[src/source/rtc_cfg.svh]
// rtc chip constants
`ifndef RTC_CFG_SVH
`define RTC_CFG_SVH

// write addresses, the read address has bit 0 set
`define RTC_ADDR_SECOND 8'h80
`define RTC_ADDR_MINUTE 8'h82
`define RTC_ADDR_HOUR   8'h84
`define RTC_ADDR_CTRL   8'h8E

// system clocks per sclk half period
`define RTC_SCLK_DIV 4

// field limits in bcd
`define RTC_HOUR_MAX   8'h23
`define RTC_MINSEC_MAX 8'h59

`define RTC_CH_BIT 7        // clock halt in seconds reg
`define RTC_WP_ON  8'h80    // control reg, write protect set
`define RTC_WP_OFF 8'h00

`endif

[src/source/rtc_pkg.sv]
// rtc shared types
package rtc_pkg;

    // one-hot chip commands, zero means nothing pending
    typedef enum logic [7:0] {
        cmd_none            = 8'h00,
        cmd_write_unprotect = 8'h80,
        cmd_write_hour      = 8'h40,
        cmd_write_minute    = 8'h20,
        cmd_write_second    = 8'h10,
        cmd_write_protect   = 8'h08,
        cmd_read_hour       = 8'h04,
        cmd_read_minute     = 8'h02,
        cmd_read_second     = 8'h01
    } rtc_cmd_t;

    // field under edit in config mode
    typedef enum logic [1:0] {
        field_hour   = 2'd0,
        field_minute = 2'd1,
        field_second = 2'd2
    } rtc_field_e;

    // packed bcd time, hour in the top byte
    typedef struct packed {
        logic [7:0] hour;
        logic [7:0] minute;
        logic [7:0] second;
    } rtc_time_t;

endpackage

[src/source/rtc_cmd_if.sv]
// rtc command channel
`timescale 1ns/1ps

interface rtc_cmd_if import rtc_pkg::*; ();

    rtc_cmd_t   cmd;    // held until done
    logic [7:0] wdata;
    logic       done;   // one cycle, after ce drops
    logic [7:0] rdata;  // valid with done

    modport ctrl (
        output cmd,
        output wdata,
        input  done,
        input  rdata
    );

    modport link (
        input  cmd,
        input  wdata,
        output done,
        output rdata
    );

endinterface

[src/source/rtc_control.sv]
// rtc mode sequencer
`timescale 1ns/1ps
`include "rtc_cfg.svh"

module rtc_control import rtc_pkg::*;
(
    input  logic      clk,
    input  logic      rst_n,
    input  logic      key_toggle,
    input  logic      key_next,
    input  logic      key_up,
    input  logic      key_down,
    output rtc_time_t time_now,
    output logic      config_active,
    rtc_cmd_if.ctrl   bus
);

    localparam logic [7:0] CH_MASK = 8'(1 << `RTC_CH_BIT);

    typedef enum logic [3:0] {
        ST_RD_HOUR,
        ST_RD_MINUTE,
        ST_RD_SECOND,
        ST_WR_UNPROT,
        ST_WR_HOUR,
        ST_WR_MINUTE,
        ST_WR_SECOND,
        ST_WR_PROT,
        ST_CHECK,
        ST_CFG_UNPROT,
        ST_CFG_HALT,
        ST_EDIT
    } state_t;

    state_t     state;
    state_t     state_done;     // where to go once done arrives
    logic       config_mode;
    logic       init_done;
    rtc_field_e field;
    logic       pend_next;
    logic       pend_up;
    logic       pend_down;
    logic       next_req;
    logic       up_req;
    logic       down_req;
    rtc_cmd_t   cmd_req;
    logic [7:0] wdata_req;
    logic [7:0] sel_val;
    logic [7:0] sel_max;
    logic [7:0] edit_val;
    rtc_time_t  edit_time;

    function automatic logic [7:0] bcd_inc(input logic [7:0] v, input logic [7:0] lim);
        if (v >= lim)
            return lim;
        else if (v[3:0] == 4'd9)
            return {v[7:4] + 4'd1, 4'd0};   // carry into tens
        else
            return v + 8'd1;
    endfunction

    function automatic logic [7:0] bcd_dec(input logic [7:0] v);
        if (v[3:0] != 4'd0)
            return v - 8'd1;
        else if (v[7:4] != 4'd0)
            return {v[7:4] - 4'd1, 4'd9};   // borrow from tens
        else
            return 8'h00;
    endfunction

    always_ff @(posedge clk or negedge rst_n)
    begin
        if (!rst_n)
            config_mode <= 1'b0;
        else if (key_toggle)
            config_mode <= ~config_mode;
    end

    assign config_active = config_mode;

    assign next_req = key_next | pend_next;
    assign up_req   = key_up | pend_up;
    assign down_req = key_down | pend_down;

    // command and follow-on state for each transaction step
    always_comb
    begin
        cmd_req    = cmd_none;
        wdata_req  = 8'h00;
        state_done = ST_CHECK;
        case (state)
            ST_RD_HOUR:
            begin
                cmd_req    = cmd_read_hour;
                state_done = ST_RD_MINUTE;
            end
            ST_RD_MINUTE:
            begin
                cmd_req    = cmd_read_minute;
                state_done = ST_RD_SECOND;
            end
            ST_RD_SECOND:
            begin
                cmd_req    = cmd_read_second;
                state_done = init_done ? ST_CHECK : ST_WR_UNPROT;
            end
            ST_WR_UNPROT:
            begin
                cmd_req    = cmd_write_unprotect;
                wdata_req  = `RTC_WP_OFF;
                state_done = ST_WR_HOUR;
            end
            ST_WR_HOUR:
            begin
                cmd_req    = cmd_write_hour;
                wdata_req  = time_now.hour;
                state_done = ST_WR_MINUTE;
            end
            ST_WR_MINUTE:
            begin
                cmd_req    = cmd_write_minute;
                wdata_req  = time_now.minute;
                state_done = ST_WR_SECOND;
            end
            ST_WR_SECOND:
            begin
                cmd_req    = cmd_write_second;
                wdata_req  = time_now.second & ~CH_MASK;    // oscillator runs
                state_done = ST_WR_PROT;
            end
            ST_WR_PROT:
            begin
                cmd_req    = cmd_write_protect;
                wdata_req  = `RTC_WP_ON;
            end
            ST_CFG_UNPROT:
            begin
                cmd_req    = cmd_write_unprotect;
                wdata_req  = `RTC_WP_OFF;
                state_done = ST_CFG_HALT;
            end
            ST_CFG_HALT:
            begin
                cmd_req    = cmd_write_second;
                wdata_req  = time_now.second | CH_MASK;     // stop the chip clock
                state_done = ST_EDIT;
            end
            default: ;
        endcase
    end

    // selected field and its edited value
    always_comb
    begin
        case (field)
            field_minute:
            begin
                sel_val = time_now.minute;
                sel_max = `RTC_MINSEC_MAX;
            end
            field_second:
            begin
                sel_val = time_now.second;
                sel_max = `RTC_MINSEC_MAX;
            end
            default:
            begin
                sel_val = time_now.hour;
                sel_max = `RTC_HOUR_MAX;
            end
        endcase
        edit_val  = up_req ? bcd_inc(sel_val, sel_max) : bcd_dec(sel_val);
        edit_time = time_now;
        case (field)
            field_minute: edit_time.minute = edit_val;
            field_second: edit_time.second = edit_val;
            default:      edit_time.hour   = edit_val;
        endcase
    end

    always_ff @(posedge clk or negedge rst_n)
    begin
        if (!rst_n)
        begin
            state     <= ST_RD_HOUR;
            init_done <= 1'b0;
            field     <= field_hour;
            time_now  <= '0;
            pend_next <= 1'b0;
            pend_up   <= 1'b0;
            pend_down <= 1'b0;
            bus.cmd   <= cmd_none;
            bus.wdata <= 8'h00;
        end
        else
        begin
            // keys seen mid-transaction wait for the edit state
            pend_next <= (pend_next | key_next) & config_mode;
            pend_up   <= (pend_up | key_up) & config_mode;
            pend_down <= (pend_down | key_down) & config_mode;
            case (state)
                ST_CHECK:
                    state <= config_mode ? ST_CFG_UNPROT : ST_RD_HOUR;
                ST_EDIT:
                begin
                    if (!config_mode)
                        state <= ST_WR_HOUR;    // write back and restart clock
                    else if (next_req)
                    begin
                        pend_next <= 1'b0;
                        case (field)
                            field_hour:   field <= field_minute;
                            field_minute: field <= field_second;
                            default:      field <= field_hour;
                        endcase
                    end
                    else if (up_req)
                    begin
                        pend_up  <= 1'b0;
                        time_now <= edit_time;
                    end
                    else if (down_req)
                    begin
                        pend_down <= 1'b0;
                        time_now  <= edit_time;
                    end
                end
                default:
                begin
                    if (bus.done)
                    begin
                        bus.cmd <= cmd_none;
                        state   <= state_done;
                        case (state)
                            ST_RD_HOUR:    time_now.hour   <= bus.rdata & 8'h3F; // 24h bits
                            ST_RD_MINUTE:  time_now.minute <= bus.rdata & 8'h7F;
                            ST_RD_SECOND:  time_now.second <= bus.rdata & ~CH_MASK;
                            ST_WR_PROT:    init_done       <= 1'b1;
                            ST_CFG_UNPROT: field           <= field_hour;
                            default: ;
                        endcase
                    end
                    else
                    begin
                        bus.cmd   <= cmd_req;
                        bus.wdata <= wdata_req;
                    end
                end
            endcase
        end
    end

    a_cmd_onehot: assert property (@(posedge clk) disable iff (!rst_n)
        $onehot0(bus.cmd));

    a_cmd_hold: assert property (@(posedge clk) disable iff (!rst_n)
        (bus.cmd != cmd_none && !bus.done)
        |=> (bus.cmd == $past(bus.cmd) && bus.wdata == $past(bus.wdata)));

    a_bcd_range: assert property (@(posedge clk) disable iff (!rst_n)
        time_now.hour[3:0] <= 4'd9 && time_now.hour <= `RTC_HOUR_MAX
        && time_now.minute[3:0] <= 4'd9 && time_now.minute <= `RTC_MINSEC_MAX
        && time_now.second[3:0] <= 4'd9 && time_now.second <= `RTC_MINSEC_MAX);

endmodule

[src/source/ds1302_link.sv]
// ds1302 three-wire serial engine
`timescale 1ns/1ps
`include "rtc_cfg.svh"

module ds1302_link import rtc_pkg::*;
(
    input  logic    clk,
    input  logic    rst_n,
    rtc_cmd_if.link bus,
    output logic    rtc_ce,
    output logic    rtc_sclk,
    output logic    rtc_io_out,
    output logic    rtc_io_oe,
    input  logic    rtc_io_in
);

    localparam logic [7:0] DIV_LAST = 8'(`RTC_SCLK_DIV - 1);

    typedef enum logic [2:0] {
        LK_IDLE,
        LK_SETUP,
        LK_SHIFT,
        LK_HOLD,
        LK_DONE
    } link_state_t;

    link_state_t state;
    logic [7:0]  div_cnt;
    logic        tick;          // end of a half period
    logic        start;
    logic        sclk_hi;
    logic [3:0]  bit_cnt;       // 0..7 address, 8..15 data
    logic        is_read;
    logic [15:0] tx_shift;
    logic [7:0]  rx_shift;

    function automatic logic [7:0] cmd_addr(input rtc_cmd_t c);
        case (c)
            cmd_write_hour:   return `RTC_ADDR_HOUR;
            cmd_write_minute: return `RTC_ADDR_MINUTE;
            cmd_write_second: return `RTC_ADDR_SECOND;
            cmd_read_hour:    return `RTC_ADDR_HOUR | 8'h01;
            cmd_read_minute:  return `RTC_ADDR_MINUTE | 8'h01;
            cmd_read_second:  return `RTC_ADDR_SECOND | 8'h01;
            default:          return `RTC_ADDR_CTRL;  // protect and unprotect
        endcase
    endfunction

    assign tick  = (div_cnt == DIV_LAST);
    assign start = (state == LK_IDLE) && (bus.cmd != cmd_none);

    always_ff @(posedge clk or negedge rst_n)
    begin
        if (!rst_n)
        begin
            state   <= LK_IDLE;
            div_cnt <= 8'd0;
            sclk_hi <= 1'b0;
            bit_cnt <= 4'd0;
            is_read <= 1'b0;
        end
        else
        begin
            if (tick || state == LK_IDLE || state == LK_DONE)
                div_cnt <= 8'd0;
            else
                div_cnt <= div_cnt + 8'd1;
            case (state)
                LK_IDLE:
                begin
                    if (start)
                    begin
                        state   <= LK_SETUP;
                        is_read <= bus.cmd inside {cmd_read_hour, cmd_read_minute,
                                                   cmd_read_second};
                    end
                end
                LK_SETUP:
                begin
                    if (tick)
                    begin
                        state   <= LK_SHIFT;
                        bit_cnt <= 4'd0;
                        sclk_hi <= 1'b0;
                    end
                end
                LK_SHIFT:
                begin
                    if (tick)
                    begin
                        sclk_hi <= ~sclk_hi;
                        if (sclk_hi)
                        begin
                            bit_cnt <= bit_cnt + 4'd1;  // wraps after the last bit
                            if (bit_cnt == 4'd15)
                                state <= LK_HOLD;
                        end
                    end
                end
                LK_HOLD:
                begin
                    if (tick)
                        state <= LK_DONE;
                end
                default:
                    state <= LK_IDLE;
            endcase
        end
    end

    always_ff @(posedge clk)
    begin
        if (start)
            tx_shift <= {bus.wdata, cmd_addr(bus.cmd)};
        else if (state == LK_SHIFT && tick && sclk_hi)
            tx_shift <= {1'b0, tx_shift[15:1]};     // next bit on the falling edge
        // chip drives on the fall, sampled at the end of the low phase
        if (state == LK_SHIFT && tick && !sclk_hi && is_read && bit_cnt[3])
            rx_shift <= {rtc_io_in, rx_shift[7:1]};
    end

    assign rtc_ce     = (state == LK_SETUP) || (state == LK_SHIFT) || (state == LK_HOLD);
    assign rtc_sclk   = (state == LK_SHIFT) && sclk_hi;
    assign rtc_io_out = tx_shift[0];
    assign rtc_io_oe  = (state == LK_SETUP) || (state == LK_SHIFT && !(is_read && bit_cnt[3]));

    assign bus.done  = (state == LK_DONE);
    assign bus.rdata = rx_shift;

    a_sclk_in_ce: assert property (@(posedge clk) disable iff (!rst_n)
        $changed(rtc_sclk) |-> (rtc_ce && $past(rtc_ce)));

    a_done_after_ce: assert property (@(posedge clk) disable iff (!rst_n)
        bus.done |-> ($fell(rtc_ce) ##1 !bus.done));

endmodule

[src/source/rtc_top.sv]
// rtc controller top
`timescale 1ns/1ps

module rtc_top import rtc_pkg::*;
(
    input  logic        clk,
    input  logic        rst_n,
    input  logic        key_toggle,
    input  logic        key_next,
    input  logic        key_up,
    input  logic        key_down,
    output logic [23:0] rtc_time,
    output logic        config_active,
    output logic        rtc_ce,
    output logic        rtc_sclk,
    output logic        rtc_io_out,
    output logic        rtc_io_oe,
    input  logic        rtc_io_in
);

    rtc_time_t time_now;

    rtc_cmd_if u_cmd_if ();

    rtc_control u_control (
        .clk           (clk),
        .rst_n         (rst_n),
        .key_toggle    (key_toggle),
        .key_next      (key_next),
        .key_up        (key_up),
        .key_down      (key_down),
        .time_now      (time_now),
        .config_active (config_active),
        .bus           (u_cmd_if.ctrl)
    );

    ds1302_link u_link (
        .clk        (clk),
        .rst_n      (rst_n),
        .bus        (u_cmd_if.link),
        .rtc_ce     (rtc_ce),
        .rtc_sclk   (rtc_sclk),
        .rtc_io_out (rtc_io_out),
        .rtc_io_oe  (rtc_io_oe),
        .rtc_io_in  (rtc_io_in)
    );

    assign rtc_time = time_now;     // hour, minute, second

endmodule

[config.mk]
export PLATFORM = sky130hd
export DESIGN_NAME = rtc_top
export DESIGN_NICKNAME = d
export VERILOG_FILES = /design/src/source/rtc_pkg.sv /design/src/source/rtc_cmd_if.sv /design/src/source/rtc_control.sv /design/src/source/ds1302_link.sv /design/src/source/rtc_top.sv
export VERILOG_INCLUDE_DIRS = /design/src /design/src/source
export SDC_FILE = /design/constraint.sdc
export NUM_CORES = 1
export LEC_CHECK = 0
export BUFFER_PORTS_ARGS = -buffer_cell sky130_fd_sc_hd__buf_2
export CAP_MARGIN = 20
export CORE_MARGIN = 1
export CORE_UTILIZATION = 60
export DETAILED_ROUTE_END_ITERATION = 8
export PLACE_DENSITY = 0.79
export REMOVE_ABC_BUFFERS = 1
export SYNTH_ARGS = -nofsm -noshare
export SYNTH_HDL_FRONTEND = slang
export SYNTH_SLANG_ARGS = --single-unit
[constraint.sdc]
create_clock -name clk -period 4.22 [get_ports clk]
set_input_delay 0.844 -clock clk [delete_from_list [all_inputs] [get_ports clk]]
set_output_delay 0.844 -clock clk [all_outputs]
set_load 0.05 [all_outputs]
==> impl_metrics.prom <==
# TYPE chip_impl_metric gauge
chip_impl_info{name="hp-class",value="in -> async"} 1
chip_impl_metric{name="number_of_pins_exceeding_their_max_slew_limit_in_the_final_report",unit=""} 0
chip_impl_metric{name="design.die.area",unit="sq um"} 8804
chip_impl_metric{name="pin_count_of_the_biggest_net_entering_global_routing",unit=""} 44
chip_impl_metric{name="drtPass1Iterations",unit=""} 5
chip_impl_info{name="grt_setup_unrepaired",value="no"} 1
chip_impl_metric{name="number_of_enable_flip_flop_cells_after_synthesis",unit=""} 24
chip_impl_metric{name="cts_sinks",unit=""} 92
chip_impl_info{name="cts_tree",value="built"} 1
chip_impl_metric{name="tightest_slew",unit="ns"} 1.114
chip_impl_metric{name="first_global_vias",unit=""} 3981
chip_impl_metric{name="worst_slew_margin_rel",unit="%"} 25.76
chip_impl_metric{name="port_buffers",unit=""} 35
chip_impl_metric{name="dr_wl_met2",unit="um"} 5554
chip_impl_info{name="timing_worst_setup_path_type",value="reg -> reg"} 1
chip_impl_metric{name="antenna_found_initial",unit=""} 0
chip_impl_metric{name="yosysWarnings",unit=""} 0
chip_impl_metric{name="met1Wirelength",unit="um"} 5580
chip_impl_metric{name="insertedDiodeCount",unit=""} 0
chip_impl_metric{name="grt_use_total",unit="%"} 29.93
chip_impl_metric{name="whs",unit="ns"} 0.2887
chip_impl_metric{name="power_per_cell_area",unit="nW/um^2"} 311.4
chip_impl_metric{name="power_switching",unit="uW"} 412.3
chip_impl_metric{name="async_flop_share",unit="%"} 73.91
chip_impl_metric{name="clkPwrFrac",unit="%"} 39.4
chip_impl_metric{name="finalSetupTns",unit="ns"} 0
chip_impl_metric{name="gp_routability_congestion",unit=""} 0.9748
chip_impl_metric{name="layout_worst_path_cycle_share",unit="%"} 81.59
chip_impl_info{name="setup.worst_path.start_class",value="flop"} 1
chip_impl_metric{name="comb_power_share",unit="%"} 5.5
chip_impl_metric{name="period_minus_slack",unit="ns"} 3.443
chip_impl_metric{name="insertion_delay",unit="ns"} 0.37
chip_impl_metric{name="drtAntennaViolNets",unit=""} 0
chip_impl_metric{name="via_total_after_detailed_routing",unit=""} 4263
chip_impl_metric{name="yosys.cell_types.count",unit=""} 57
chip_impl_metric{name="number_of_standard_cell_rows_in_the_floorplan",unit=""} 33
chip_impl_metric{name="dieHeight",unit="um"} 93.83
chip_impl_info{name="cts_root_buffer",value="clkbuf_8"} 1
chip_impl_metric{name="timing_hold_violations_final",unit=""} 0
chip_impl_metric{name="worst-path-max-fanout",unit=""} 34
chip_impl_metric{name="ratio_of_cells_with_drive_above_1_in_the_final_layout",unit="%"} 14.59
chip_impl_metric{name="final.setup_skew",unit="ns"} 0.01537
chip_impl_metric{name="syn_area",unit="sq um"} 5060
chip_impl_metric{name="place_hpwl",unit="um"} 8584
chip_impl_metric{name="routed_via_density",unit=""} 6.325
chip_impl_metric{name="final_design_area_no_fill",unit="sq um"} 5517
chip_impl_metric{name="route.met3.wl",unit="um"} 831
chip_impl_metric{name="drtIter0Drc",unit=""} 477
chip_impl_metric{name="cp.required",unit="ns"} 4.46
chip_impl_metric{name="yosys_register_bits",unit=""} 92
chip_impl_metric{name="intPower",unit="uW"} 1306
chip_impl_metric{name="p_sw_share",unit="%"} 24.00
chip_impl_metric{name="wirelength",unit="um"} 12230
chip_impl_metric{name="dieWidth",unit="um"} 93.83
chip_impl_metric{name="holdBufCountCts",unit=""} 0
chip_impl_info{name="top_layer",value="met4"} 1
chip_impl_metric{name="setup_viol",unit=""} 0
chip_impl_metric{name="maxCapViolations",unit=""} 0
chip_impl_metric{name="post_synth_inst_count",unit=""} 545
chip_impl_metric{name="fmaxAchievable",unit="MHz"} 290.4
chip_impl_info{name="mostFrequentLayoutCells",value="nand2_1 (82), dfrtp_1 (68), nor2_1 (53), o21ai_0 (43), buf_2 (35)"} 1
chip_impl_metric{name="routed_wirelength_normalized_by_instance_count",unit="um"} 18.14
chip_impl_metric{name="htree_levels",unit=""} 3
chip_impl_metric{name="worst_ep_arrival",unit="ns"} 3.68
chip_impl_metric{name="postSynthAreaPerCell",unit="sq um"} 9.284
chip_impl_metric{name="i_o_pin_count",unit=""} 36
chip_impl_info{name="layout.cells.most_common",value="nand2_1"} 1
chip_impl_metric{name="cts-buffers-inserted",unit=""} 9
chip_impl_metric{name="layoutNonFillerInstCount",unit=""} 674
chip_impl_metric{name="core_region_area",unit="sq um"} 8175
chip_impl_metric{name="p_seq_share",unit="%"} 55.1
chip_impl_info{name="endpoint_kind",value="flop"} 1
chip_impl_metric{name="grt_pass1_wl",unit="um"} 20190
chip_impl_metric{name="ir_worst_vdd",unit="uV"} 258.6
chip_impl_metric{name="start_util",unit="%"} 61.89
chip_impl_info{name="run_status",value="finished, final reports clean"} 1
chip_impl_metric{name="nNetsFinal",unit=""} 576
chip_impl_metric{name="postLayoutCoreUtil",unit="%"} 67.48
chip_impl_metric{name="overflow",unit=""} 0
chip_impl_metric{name="clk_pin_slew_worst_paths",unit="ns"} 0.09
chip_impl_metric{name="ys_seq_area_share",unit="%"} 47.87
chip_impl_info{name="synth_ff_type",value="dfrtp_1"} 1
chip_impl_metric{name="dp_area",unit="sq um"} 5270
chip_impl_metric{name="cts_buffer_depth",unit=""} 2
chip_impl_metric{name="cts_resized",unit=""} 0
chip_impl_metric{name="p_r_area_growth_vs_syn",unit="%"} 9.026
chip_impl_metric{name="route.detailed.drc",unit=""} 0
chip_impl_metric{name="place.detailed.instances",unit=""} 657
chip_impl_metric{name="static-leakage-power",unit="uW"} 0.002327
chip_impl_metric{name="postCtsSetupBuffers",unit=""} 0
[registers in the layout, summed over array words and instances, names as in the netlist, 3 cells and up]
signal               count
u_control.bus.cmd        8
u_control.bus.wdata      8
u_control.state          4
u_control.time_now      24
u_link.bit_cnt           4
u_link.bus.rdata         8
u_link.div_cnt           8
u_link.state             3
u_link.tx_shift         16
[stage by stage]
| stage | setup slack [ns] | power, uW |
|---|---|---|
| 2_1_floorplan | 1.291 | 1015 |
| 3_3_place_gp | 0.9336 | 1052 |
| 3_5_place_dp | 0.8806 | 1056 |
| 4_1_cts | 0.8553 | 1719 |
| 5_1_grt | 0.4728 | 1767 |
| 6_report | 0.7770 | 1718 |
[routing by layer]
metal	track usage, %	vias to the layer above
met5	0	-
met4	9.359	0
met3	5.097	26
met2	45.19	187
met1	43.99	2036
li1	-	2014
[power groups by stage]
stage / Clock [uW] / Combinational (uW) / Sequential, uW
after global routing: 713 / 104 / 949
after detailed placement: 0 / 91.1 / 965
after global placement: 0 / 89.1 / 963
final: 677 / 94.2 / 947
after CTS: 680 / 91.5 / 947
after floorplan: 0 / 38.7 / 976
[Yosys cell counts (10+ instances only)]
master / count / area (sq um)
nor2_1: 53 / 198.9
o21ai_0: 43 / 215.2
nand2_1: 82 / 307.8
nand3_1: 17 / 85.08
o31ai_1: 10 / 75.07
dfrtp_1: 68 / 1702
mux2_2: 17 / 191.4
a21oi_1: 33 / 165.2
xor2_1: 11 / 96.34
clkbuf_1: 24 / 90.09
edfxtp_1: 24 / 720.7
a22oi_1: 11 / 82.58
nand2b_1: 10 / 62.56
[cells by family after synthesis]
| family | Yosys count | synth area share (%) |
|---|---|---|
| simple gates | 216 | 19.81 |
| compound gates | 150 | 19.24 |
| flops | 92 | 47.87 |
| buf+inv | 38 | 3.066 |
| mux | 27 | 5.836 |
| xor+xnor | 17 | 2.943 |
| fa+ha+maj | 5 | 1.236 |
[critical path: stages (launching register included)]
cell and delay, ns:
dfrtp_1 1.09, nor2_1 0.34, o21ai_1 0.39, nand2_1 0.12, a221oi_2 0.54, nand2_1 0.46, mux2i_1 0.27, o21ai_0 0.11
[worst paths after layout]
kind / from / to / cells past startpoint / slack, ns
max in group asynchronous: rst_n / u_control.time_now[7] / 2 / 3.38
min in group clk: u_link.bus.rdata[7] / u_link.bus.rdata[6] / 0 / 0.43
setup / recovery: u_control.state[0] / u_control.time_now[5] / 7 / 0.78
hold / removal: rst_n / u_control.state[1] / 1 / 0.29
setup reg to reg: u_control.state[0] / u_control.time_now[5] / 7 / 0.78
hold reg to reg: u_link.bus.rdata[7] / u_link.bus.rdata[6] / 0 / 0.43
[final cells by class]
class / count / area [sq um]
Sequential cell: 92 / 2422
Multi-Input combinational cell: 415 / 2489
Fill cell: 658 / 2659
Timing Repair Buffer: 40 / 225.2
Tap cell: 105 / 131.4
Clock inverter: 5 / 85.08
Clock buffer: 11 / 141.4
Inverter: 6 / 22.52
No activity file was read; power rests on OpenSTA's default activity.
